## config.mk

```make
export PLATFORM = sky130hd
export DESIGN_NAME = ecc_mem_ctrl_flat
export DESIGN_NICKNAME = d
export VERILOG_FILES = /design/src/rtl/ecc_pkg.sv /design/src/rtl/mem_port_if.sv /design/src/rtl/ecc_mem_ctrl.sv /design/src/flat_wrapper.sv
export SDC_FILE = /design/constraint.sdc
export NUM_CORES = 1
export LEC_CHECK = 0
export ABC_CLOCK_PERIOD_IN_PS = 1900
export BUFFER_PORTS_ARGS = -buffer_cell sky130_fd_sc_hd__buf_4
export CORE_ASPECT_RATIO = 0.6
export CORE_MARGIN = 2
export CORE_UTILIZATION = 49
export DETAILED_ROUTE_END_ITERATION = 7
export GPL_TIMING_DRIVEN = 0
export PLACE_DENSITY = 0.77
export RECOVER_POWER = 50
export SLEW_MARGIN = 10
export SYNTH_ARGS = -nofsm -noshare
export SYNTH_HDL_FRONTEND = slang
export SYNTH_SLANG_ARGS = --single-unit
```

## constraint.sdc

```tcl
create_clock -name clk -period 1.9 [get_ports clk]
set_input_delay 0.095 -clock clk [delete_from_list [all_inputs] [get_ports clk]]
set_output_delay 0.095 -clock clk [all_outputs]
set_load 0.005 [all_outputs]
```

## src/rtl/ecc_pkg.sv

```systemverilog
package ecc_pkg;

  // ------------------------------------------------------------
  // request and response encodings
  // ------------------------------------------------------------

  // host request opcode, one bit wide on the wire
  typedef enum logic {
    OP_READ  = 1'b0,
    OP_WRITE = 1'b1
  } mem_op_e;

  // read result, a double-bit error in any slice outranks a corrected one
  typedef enum logic [1:0] {
    ST_OK            = 2'd0,
    ST_CORRECTED     = 2'd1,
    ST_UNCORRECTABLE = 2'd2
  } rd_status_e;

  // ------------------------------------------------------------
  // SECDED code helpers
  // ------------------------------------------------------------

  // smallest hamming count r with 2**r >= width + r + 1, plus the overall parity bit
  function automatic int secded_bits(int width);
    int r;
    r = 1;
    while ((1 << r) < width + r + 1) begin
      r = r + 1;
    end
    return r + 1;
  endfunction

  // codeword position of data bit idx, powers of two are skipped since the
  // hamming bits sit there, so data bit 0 lands on position 3
  function automatic int secded_pos(int idx);
    int pos;
    int cnt;
    pos = 2;
    cnt = -1;
    while (cnt < idx) begin
      pos = pos + 1;
      if ((pos & (pos - 1)) != 0) begin
        cnt = cnt + 1;
      end
    end
    return pos;
  endfunction

endpackage

```

## src/rtl/mem_port_if.sv

```systemverilog
`timescale 1ns/1ps

// access port between the request controller and the ECC memory bank
interface mem_port_if #(
  parameter int DWIDTH = 32,
  parameter int ADDR_W = 6
);
  import ecc_pkg::*;

  // one access per cycle while en is high
  logic              en;
  mem_op_e           we;
  logic [ADDR_W-1:0] addr;
  logic [DWIDTH-1:0] wdata;

  // read return, rvalid comes two cycles after the read access
  logic              rvalid;
  logic [DWIDTH-1:0] rdata;
  // flags are only meaningful while rvalid is high
  logic              err_sb;
  logic              err_mb;

  modport ctrl (
    output en, we, addr, wdata,
    input  rvalid, rdata, err_sb, err_mb
  );

  modport bank (
    input  en, we, addr, wdata,
    output rvalid, rdata, err_sb, err_mb
  );

endinterface

```

## src/rtl/ecc_mem_ctrl.sv

```systemverilog
`timescale 1ns/1ps

// request queue with credit return, issue to the bank and read response
module ecc_mem_ctrl #(
  parameter int DWIDTH    = 32,
  parameter int ADDR_W    = 6,
  parameter int REQ_DEPTH = 4,
  parameter int CNT_W     = 16
) (
  input  logic                clk,
  input  logic                rst,
  input  logic                req_valid,
  input  ecc_pkg::mem_op_e    req_op,
  input  logic [ADDR_W-1:0]   req_addr,
  input  logic [DWIDTH-1:0]   req_wdata,
  output logic                credit_return,
  output logic                rsp_valid,
  output logic [DWIDTH-1:0]   rsp_data,
  output ecc_pkg::rd_status_e rsp_status,
  output logic [CNT_W-1:0]    sb_count,
  output logic [CNT_W-1:0]    mb_count,
  mem_port_if.ctrl            port
);
  import ecc_pkg::*;

  localparam int PTR_W = (REQ_DEPTH > 1) ? $clog2(REQ_DEPTH) : 1;
  localparam int QCNT_W = $clog2(REQ_DEPTH + 1);

  mem_op_e           q_op    [REQ_DEPTH];
  logic [ADDR_W-1:0] q_addr  [REQ_DEPTH];
  logic [DWIDTH-1:0] q_wdata [REQ_DEPTH];
  logic [PTR_W-1:0]  wr_ptr;
  logic [PTR_W-1:0]  rd_ptr;
  logic [QCNT_W-1:0] q_count;
  logic              issue;
  rd_status_e        status_next;

  // pointers wrap at REQ_DEPTH, which need not be a power of two
  function automatic logic [PTR_W-1:0] ptr_inc(logic [PTR_W-1:0] p);
    if (int'(p) == REQ_DEPTH - 1) begin
      return '0;
    end
    return p + 1'b1;
  endfunction

  // ------------------------------------------------------------
  // request queue and issue
  // ------------------------------------------------------------

  // the bank takes an access every cycle, so the head goes out whenever
  // the queue is not empty and its credit goes back in the same cycle
  assign issue         = (q_count != '0);
  assign credit_return = issue;
  assign port.en       = issue;
  assign port.we       = q_op[rd_ptr];
  assign port.addr     = q_addr[rd_ptr];
  assign port.wdata    = q_wdata[rd_ptr];

  always_ff @(posedge clk) begin
    if (rst) begin
      wr_ptr  <= '0;
      rd_ptr  <= '0;
      q_count <= '0;
    end else begin
      if (req_valid) begin
        wr_ptr <= ptr_inc(wr_ptr);
      end
      if (issue) begin
        rd_ptr <= ptr_inc(rd_ptr);
      end
      // credits keep the host from pushing into a full queue
      case ({req_valid, issue})
        2'b10:   q_count <= q_count + 1'b1;
        2'b01:   q_count <= q_count - 1'b1;
        default: q_count <= q_count;
      endcase
    end
  end

  // queue entries hold payload only
  always_ff @(posedge clk) begin
    if (req_valid) begin
      q_op[wr_ptr]    <= req_op;
      q_addr[wr_ptr]  <= req_addr;
      q_wdata[wr_ptr] <= req_wdata;
    end
  end

  // ------------------------------------------------------------
  // response and error counters
  // ------------------------------------------------------------

  // double-bit error wins over a corrected slice elsewhere in the word
  assign status_next = port.err_mb ? ST_UNCORRECTABLE :
                       port.err_sb ? ST_CORRECTED : ST_OK;

  always_ff @(posedge clk) begin
    if (rst) begin
      rsp_valid <= 1'b0;
      sb_count  <= '0;
      mb_count  <= '0;
    end else begin
      rsp_valid <= port.rvalid;
      // counters saturate at all ones
      if (port.rvalid && port.err_mb && mb_count != '1) begin
        mb_count <= mb_count + 1'b1;
      end
      if (port.rvalid && !port.err_mb && port.err_sb && sb_count != '1) begin
        sb_count <= sb_count + 1'b1;
      end
    end
  end

  always_ff @(posedge clk) begin
    if (port.rvalid) begin
      rsp_data   <= port.rdata;
      rsp_status <= status_next;
    end
  end

endmodule

```

## src/flat_wrapper.sv

```systemverilog
// flat-port wrapper written by rule: the top's interface ports become plain ports
module ecc_mem_ctrl_flat import ecc_pkg::*;
#(
  parameter int DWIDTH    = 32,
  parameter int ADDR_W    = 6,
  parameter int REQ_DEPTH = 4,
  parameter int CNT_W     = 16
)
  (clk, rst, req_valid, req_op, req_addr, req_wdata, credit_return, rsp_valid, rsp_data, rsp_status, sb_count, mb_count, port_en, port_we, port_addr, port_wdata, port_rvalid, port_rdata, port_err_sb, port_err_mb);
  mem_port_if #(.DWIDTH(DWIDTH), .ADDR_W(ADDR_W)) port_i ();
  input  logic clk;
  input  logic rst;
  input  logic req_valid;
  input  ecc_pkg::mem_op_e req_op;
  input  logic [ADDR_W-1:0] req_addr;
  input  logic [DWIDTH-1:0] req_wdata;
  output logic credit_return;
  output logic rsp_valid;
  output logic [DWIDTH-1:0] rsp_data;
  output ecc_pkg::rd_status_e rsp_status;
  output logic [CNT_W-1:0] sb_count;
  output logic [CNT_W-1:0] mb_count;
  output wire logic [$bits(port_i.en)-1:0] port_en;
  output wire logic [$bits(port_i.we)-1:0] port_we;
  output wire logic [$bits(port_i.addr)-1:0] port_addr;
  output wire logic [$bits(port_i.wdata)-1:0] port_wdata;
  input wire logic [$bits(port_i.rvalid)-1:0] port_rvalid;
  input wire logic [$bits(port_i.rdata)-1:0] port_rdata;
  input wire logic [$bits(port_i.err_sb)-1:0] port_err_sb;
  input wire logic [$bits(port_i.err_mb)-1:0] port_err_mb;
  assign port_en = port_i.en;
  assign port_we = port_i.we;
  assign port_addr = port_i.addr;
  assign port_wdata = port_i.wdata;
  assign port_i.rvalid = port_rvalid;
  assign port_i.rdata = port_rdata;
  assign port_i.err_sb = port_err_sb;
  assign port_i.err_mb = port_err_mb;
  ecc_mem_ctrl #(.DWIDTH(DWIDTH), .ADDR_W(ADDR_W), .REQ_DEPTH(REQ_DEPTH), .CNT_W(CNT_W)) u_core (.clk(clk), .rst(rst), .req_valid(req_valid), .req_op(req_op), .req_addr(req_addr), .req_wdata(req_wdata), .credit_return(credit_return), .rsp_valid(rsp_valid), .rsp_data(rsp_data), .rsp_status(rsp_status), .sb_count(sb_count), .mb_count(mb_count), .port(port_i));
endmodule
```

Word level (Yosys, flattened, before mapping)
Memory sizes are Yosys's and may differ from the RTL's. A register that Yosys moved wholly into a read port is not among the register bits.
Cells that the tools add are included.
- word-level logic and storage cells: 51
- bits in writable memories: 156
- bits in registers: 74
- bits in latches: 0
- memories kept: 3
- output and inout bits: 108
- bits of input ports: 77
- memory bits (read-only): 0
- memories (name ; words ; bits a word ; read ports ; clocked after Yosys merged registers in ; write ports ; RTL line ; source):
    u_core.q_wdata ; 4 ; 32 ; 1 ; 1 ; 1 ; ecc_mem_ctrl.sv:31 ; logic [DWIDTH-1:0] q_wdata [REQ_DEPTH];
    u_core.q_addr ; 4 ; 6 ; 1 ; 1 ; 1 ; ecc_mem_ctrl.sv:30 ; logic [ADDR_W-1:0] q_addr [REQ_DEPTH];
    u_core.q_op ; 4 ; 1 ; 1 ; 1 ; 1 ; ecc_mem_ctrl.sv:29 ; mem_op_e q_op [REQ_DEPTH];
- shift operators: 0
- $lt $le $gt $ge: 0
- divide/modulo/power cells: 0
- bitwise logic cells: 0
- equality and inequality tests: 6
- reductions and logical operators: 8
- multiply operators: 0
- add/subtract/negate cells: 6
- muxes and demuxes: 20
- operator list (operator ; number):
    $add 16x1->16 const B ; 2
    $ne 16x16->1 const B ; 2
    $mux 2 ; 10
    $mux 1 ; 9
    $eq 2x1->1 const B ; 3
    $pmux 3 s2 ; 1
    $logic_and 1x1->1 ; 5
    $add 2x1->2 const B ; 2
    $add 3x1->3 const B ; 1
    $reduce_bool 3->1 ; 1
    $sub 3x1->3 const B ; 1
    $eq 2x2->1 const B ; 1
    $reduce_bool 2->1 ; 1
    $logic_not 1->1 ; 1

Logic depth before layout (Yosys ltp)
Gate-level depths: netlist (run 1).
- word-level depth: 7
- depth in mapped cells: 8
- depth with buffers taken out: 8

Worst setup path before layout (run 1)
No wires, ideal clock.
- path kind: flip-flop to flip-flop
- from: register u_core.wr_ptr[0]
- to: memory u_core.q_addr[3][0] (enable)
- path slack: 0.002 ns
- setup time: 0.400 ns
- data required time: 1.500 ns
- cell stages (with the launch flop): 3
- arrival: 1.498 ns
- period minus slack after synthesis: 1.898 ns
- path buffers: 0
- cells stage by stage: dfxtp_1 -> ha_1 -> and2_1
- RTL lines (element ; RTL line ; source):
    start: declaration ; ecc_mem_ctrl.sv:32 ; logic [PTR_W-1:0] wr_ptr;
    start signal: assignment ; ecc_mem_ctrl.sv:66 ; wr_ptr <= ptr_inc(wr_ptr);
    end: declaration ; ecc_mem_ctrl.sv:30 ;
No word-level cell before the write port.

==> results of run 1 <==
path summary, 6_finish.rpt:
path                            from                   end  slack, ns  cells past startpoint
setup / recovery           flip-flop          port_addr[5]      -0.02                      4
hold / removal           port_rvalid  u_core.rsp_status[1]        0.1                      1
setup reg to reg  u_core.sb_count[2]   u_core.sb_count[13]       0.03                      4
hold reg to reg    u_core.q_count[2]     u_core.q_count[2]       0.51                      2
cell type report:
cell class              instances  area, µm²  area share
clock buffers                  26        587      0.0476
multi-input cells             221       2210       0.179
plain buffers                  15        144      0.0117
flip-flops and latches        232       6580       0.534
repair buffers                273       2340       0.190
well taps                     234        293      0.0238
inverters                      12       45.0     0.00366
clock inverters                12        115     0.00935
power by group:
part / switching (mW) / total (mW) / internal, mW
combinational: 1.38 / 3.57 / 2.19
sequential: 0.129 / 5.92 / 5.79
clock: 1.82 / 4.30 / 2.48
timing repair:
| item | CTS | global route |
|---|---|---|
| buffers inserted | 5 | 3 |
| hold buffers | 74 | 0 |
| gates cloned | 1 | 3 |
| resized for setup | 45 | 53 |
| pin swaps | 1 | 2 |
| endpoints found under the setup margin | 61 | 61 |
| endpoints found under the hold margin | 192 | 0 |
layer usage:
layer  GRT usage  vias up  wire, µm
met5           0        -         0
met2       0.356      251     10200
li1            -     2544         -
met4      0.0508        0       415
met1       0.277     2869      8640
met3      0.0392       43      1380
sequential cells by signal, summed over array words and instances, names as in the netlist, named ones only:
name and flops:
u_core.q_addr 24, u_core.rsp_valid 1, u_core.sb_count 16, u_core.wr_ptr 2, u_core.q_op 4, u_core.rsp_status 2, u_core.rd_ptr 2, u_core.mb_count 16
u_core.rsp_data 32, u_core.q_count 3, u_core.q_wdata 128
cell families after synthesis:
logic type	after synthesis	share of synthesized area
xor gates and xnor gates	3	0.00300
muxes	49	0.113
and+or+nand+nor	109	0.0724
DFF	232	0.748
buffers and inverters	27	0.0127
AOI/OAI and AO/OA	51	0.0372
adders and majority gates	9	0.0137
through the flow:
stage / power (mW) / setup TNS, ns / hold slack (ns) / cells / setup WS (ns)
floorplan: 7.43 / 0 / 0.194 / 480 / 0.00175
global placement: 8.70 / -109.79 / 0.273 / 897 / -0.696
detailed placement: 8.77 / -5.26 / 0.274 / 901 / -0.321
CTS: 13.6 / -0.371 / 0.0867 / 1019 / -0.0458
global route: 14.3 / -1.75 / 0.102 / 1025 / -0.0771
finish: 13.8 / -0.0683 / 0.0950 / 1025 / -0.0173
cell usage after synthesis, drive strengths merged (2+ instances only):
library cell | instances | area [µm²]
and2 | 7 | 43.8
nand4 | 9 | 62.6
and4 | 3 | 26.3
or3 | 6 | 37.5
nand2b | 2 | 12.5
nand2 | 7 | 26.3
nand3 | 10 | 50.1
o41ai | 5 | 51.3
xor2 | 3 | 26.3
a31oi | 4 | 25.0
nor2 | 22 | 82.6
nor4 | 4 | 25.0
buf | 7 | 36.3
mux2i | 5 | 50.1
a21oi | 24 | 120
mux4 | 39 | 878
inv | 12 | 45.0
or4 | 8 | 63.8
and3 | 3 | 18.8
o31ai | 5 | 37.5
a211oi | 2 | 15.0
nor3 | 14 | 70.1
mux2 | 5 | 56.3
nor2b | 8 | 50.1
o21ai | 6 | 30.0
or4b | 2 | 20.0
ha | 8 | 100
clkbuf | 8 | 30.0
dfxtp | 42 | 841
edfxtp | 190 | 5710
worst reg2reg max path, stage by stage, from the launching register on:
cell	delay, ns
dfxtp_1	0.44
nand3_1	0.17
or4_4	0.59
or4_1	0.43
a21oi_1	0.17
cell usage in the layout, fill, tap and decap left out, drive strengths merged, types with 2 or more instances in the layout:
cell type / netlist / routed
a211oi: 2 / 2
dfxtp: 42 / 42
nor4: 4 / 4
nor2b: 8 / 8
nor2: 22 / 22
nand2: 7 / 7
or4b: 2 / 2
and3: 3 / 3
bufinv: 0 / 2
clkinv: 0 / 10
or3: 6 / 6
mux2: 5 / 5
ha: 8 / 8
mux4: 39 / 39
o31ai: 5 / 5
xor2: 3 / 3
buf: 7 / 117
a21oi: 24 / 24
o21ai: 6 / 6
inv: 12 / 12
or4: 8 / 8
nand2b: 2 / 2
dlygate4sd3: 0 / 74
edfxtp: 190 / 190
nand3: 10 / 10
clkbuf: 8 / 123
nor3: 14 / 14
a31oi: 4 / 4
and4: 3 / 3
mux2i: 5 / 5
and2: 7 / 7
o41ai: 5 / 5
nand4: 9 / 9
==> results.yml, run 1 <==
timing:
  final-setup-viol-count: 9
  clock_skew_ns: 0.0200
  finalHoldViolCount: 0
  layout_setup_ws_ns: -0.0173
  period_needed_ns: 1.92
  worst_slew_margin_rel: 0.581
  worst_slew_pin_slew_ns: 0.629
  post-route-period-util: 1.01
  final-max-slew-violation-count: 0
  clock.fmax_mhz: 522
  grt_setup_unrepaired: "true"
route:
  drt-initial-drc-count: 468
  totalWireLength_um: 20600
  routedWlPerCell_um: 20.1
  route.antenna.remaining_nets: 0
  number_of_vias_in_the_routed_layout: 5707
  drc: 0
  viasPerCell: 5.57
  firstDrtPassIters: 5
power:
  p_per_area_nw_per_um2: 1120
  vdd.ir_drop.worst_uv: 695
  power.static_leakage_nw: 4.41
cells_and_area:
  finalInstanceArea_um2: 12300
  diodes: 0
  finish.utilization: 0.711
  layout-area-overhead-vs-synth_pct: 40.8
  final_net_count: 863
  layout-drive-gt1-share: 0.351
  n_fill_cell: 1123
critical_path:
  critical-path-max-stage-delay_ns: 0.53
  critPathSlowestCell: "mux4_2"
  sort_of_element_at_the_end_of_the_critical_path: "output pin"
  cpLargestDelayFamily: "multiplexers"
  cp_launch_type: "flip-flop"
  critical_path_peak_fanout: 5
  worst_ep_required_time_ns: 1.80
  critPathArrivalTime_ns: 1.82
  critical_setup_path_kind: "flip-flop to output pin"
  crit_buf_inv: 3
  chain_of_cells_forming_the_critical_path: "buf_12, buf_12, mux4_2, buf_6"
  critical_path.most_common_cell: "buf_12"
global_route:
  first_global_vias: 5695
  grt_antenna_before_repair: 0
  grt_overflow_total: 0
  track_usage: 0.208
  pin_count_of_the_biggest_net_entering_global_routing: 40
  first_pass_grt_wire_length_um: 30500
run_status:
  result_of_the_run: "finished, violations left"
  violated_checks: "setup timing"
floorplanning:
  ioPinCount: 185
  row_count: 37
  design.die.area_um2: 19000
  dieHeight_um: 107
  design.core.area_um2: 17300
  initial_standard_cell_utilization_of_the_core: 0.505
  dieWidth_um: 176
synthesis:
  ys_dominant_reg_cell: "edfxtp_1"
  post_synth_num_cell_types: 45
  post_synth_edffs: 190
  syn-cell-area_um2: 8750
  avgSynthCellArea_um2: 18.2
  synth.ff_latch_count: 232
  async_reset_ff_frac: 0
  post_synth_inst_count: 480
  synth_fp_nets: 566
  ys.warnings.count: 0
  synth-seq-area-share: 0.748
cts:
  tritoncts_num_sinks: 232
  clock_transition_at_path_regs_ns: 0.07
  cts-buffers-inserted: 22
  cts.htree.levels: 1
  clk_root_buffer_cell: "clkbuf_16"
  cts_tree: "yes"
  cts.path.max_buffers: 3
  clk_latency_ns: 0.50
place:
  postPlaceCellArea_um2: 10500
  hpwl_um: 12400
  routabilityCongestion: 0.911
  numPortBuffers: 183
hold_path:
  worstHoldPathType: "primary input to flip-flop"
flow_run:
  cap_viol_max_count: 0
(Power assumes the default switching activity.)
==> inputs of run 2 (changes only) <==
CTS_BUF_LIST = sky130_fd_sc_hd__clkbuf_16   (was default)
PLACE_DENSITY = 0.84   (was 0.77)
==> results.yml, run 2 (same netlist as run 1, synthesis figures left out) <==
run_status:
  result_of_the_run: "completed"
cells_and_area:
  final_common_cell: "edfxtp_1"
  layout.cells.most_common_list: "edfxtp_1, buf_4, dlygate4sd3_1"
  layout-area-overhead-vs-synth_pct: 39.6
  n_fill_cell: 1142
  largest_register_ff_count: 128
  finish.utilization: 0.705
  seq_area_um2: 6570
  layout-drive-gt1-share: 0.345
  largestRegisters: "u_core.q_wdata: 128 flops, u_core.rsp_data: 32 flops, u_core.q_addr: 24 flops"
  diodes: 0
  final_net_count: 858
  top_register: "u_core.q_wdata"
  multi_input_comb_area_um2: 2230
timing:
  layout_setup_ws_ns: 0.00339
  final-setup-viol-count: 0
  worst_slew_pin_slew_ns: 0.616
  period_needed_ns: 1.90
  clock.fmax_mhz: 527
  smallest_hold_slack_ns: 0.0949
  worst_slew_margin_rel: 0.590
  clock_skew_ns: 0.00785
  finalHoldViolCount: 0
  final-max-slew-violation-count: 0
  post-route-period-util: 0.998
  grt_setup_unrepaired: "true"
critical_path:
  critical_path_peak_fanout: 10
  critical-path-max-stage-delay_ns: 0.54
  critPathSlowestCell: "mux4_2"
  cpLargestDelayFamily: "multiplexers"
  worst_ep_required_time_ns: 1.80
  critical_setup_path_kind: "flip-flop to output pin"
  critPathArrivalTime_ns: 1.80
  crit_buf_inv: 3
  chain_of_cells_forming_the_critical_path: "buf_8, buf_12, mux4_2, buf_6"
  cp_launch_type: "flip-flop"
  sort_of_element_at_the_end_of_the_critical_path: "output pin"
floorplanning:
  ioPinCount: 185
  design.die.area_um2: 19000
  dieWidth_um: 176
  dieHeight_um: 107
  design.core.area_um2: 17300
  initial_standard_cell_utilization_of_the_core: 0.505
  row_count: 37
hold_path:
  worstHoldPathType: "primary input to flip-flop"
power:
  p_per_area_nw_per_um2: 1130
  report.power.total_mw: 13.8
  vdd.ir_drop.worst_uv: 641
  power.static_leakage_nw: 4.38
place:
  hpwl_um: 12500
  routabilityCongestion: 0.869
  worst_slack_at_placement_ns: -0.265
  numPortBuffers: 183
cts:
  cts_tree: "yes"
  clk_latency_ns: 0.49
  clock_transition_at_path_regs_ns: 0.06
  cts-buffers-inserted: 22
  clk_root_buffer_cell: "clkbuf_16"
  tritoncts_num_sinks: 232
  cts.path.max_buffers: 3
  cts.htree.levels: 1
route:
  route.antenna.remaining_nets: 0
  viasPerCell: 5.43
  routedWlPerCell_um: 19.6
  drt-initial-drc-count: 406
  totalWireLength_um: 20000
  drc: 0
  number_of_vias_in_the_routed_layout: 5548
  firstDrtPassIters: 5
global_route:
  first_pass_grt_wire_length_um: 30000
  grt_overflow_total: 0
  pin_count_of_the_biggest_net_entering_global_routing: 40
  first_global_vias: 5674
  track_usage: 0.207
  grt_antenna_before_repair: 0
flow_run:
  cap_viol_max_count: 0
==> run 2: changes by cell type in the layout (fill, tap and decap cells not counted), moves of 2 or more <==
cell      before  now
buf_6         31   20
buf_16         5    0
buf_4         76   81
dfxtp_1       29   33
inv_1         11   15
dfxtp_4        7    4
buf_12         4    6
clkinv_1       5    3
==> run 2: path summary, 6_finish.rpt <==
| check | from | endpoint | slack (ns) | cells after the start |
|---|---|---|---|---|
| worst min register to register | u_core.q_count[2] | u_core.q_count[2] | 0.53 | 2 |
| worst max-delay path | flip-flop | port_addr[0] | 0.003 | 4 |
| worst max register to register | u_core.sb_count[9] | u_core.sb_count[15] | 0.05 | 4 |
| worst min-delay path | port_rvalid | u_core.rsp_status[1] | 0.09 | 1 |
==> run 2: per-layer routing <==
metal / track usage / vias up / part of all wire
li1: - / 2532 / -
met4: 0.0549 / 0 / 0.019
met2: 0.355 / 242 / 0.49
met1: 0.276 / 2741 / 0.42
met3: 0.0374 / 33 / 0.068
met5: 0 / - / 0
==> run 2: worst register-to-register path: stages (launching register included) <==
cell     delay (ns)
dfxtp_1        0.45
nand4_4        0.20
or4_4          0.57
or4_1          0.41
a21oi_1        0.16
==> run 2: stage by stage <==
step | setup TNS [ns] | cells | instance area, µm²
2_1_floorplan | 0 | 480 | 8750
3_3_place_gp | -109.96 | 897 | 10400
3_5_place_dp | -4.55 | 901 | 10500
4_1_cts | -0.0255 | 1017 | 12200
5_1_grt | -0.567 | 1022 | 12200
6_report | 0 | 1022 | 12200
==> run 2: area by class of cell <==
class                      instances  area share
multi-input combinational        221       0.182
buffer                            15      0.0109
sequential                       232       0.538
clock buffer                      26      0.0533
timing repair buffer             268       0.177
tap                              234      0.0240
inverter                          12     0.00369
clock inverter                    14      0.0112
==> run 2: report_power, final <==
part,switching (mW),total (mW),internal (mW)
Combinational,1.31,3.21,1.91
Sequential,0.127,5.92,5.79
Clock,1.79,4.63,2.84
==> run 2: what timing repair did <==
| item | 4_1_cts | 5_1_grt |
|---|---|---|
| buffers inserted | 2 | 4 |
| hold buffers | 74 | 0 |
| endpoints found under the setup margin | 57 | 50 |
| endpoints found under the hold margin | 191 | 0 |
| pin swaps | 1 | 3 |
| resized for setup | 34 | 41 |
| cloned | 0 | 1 |
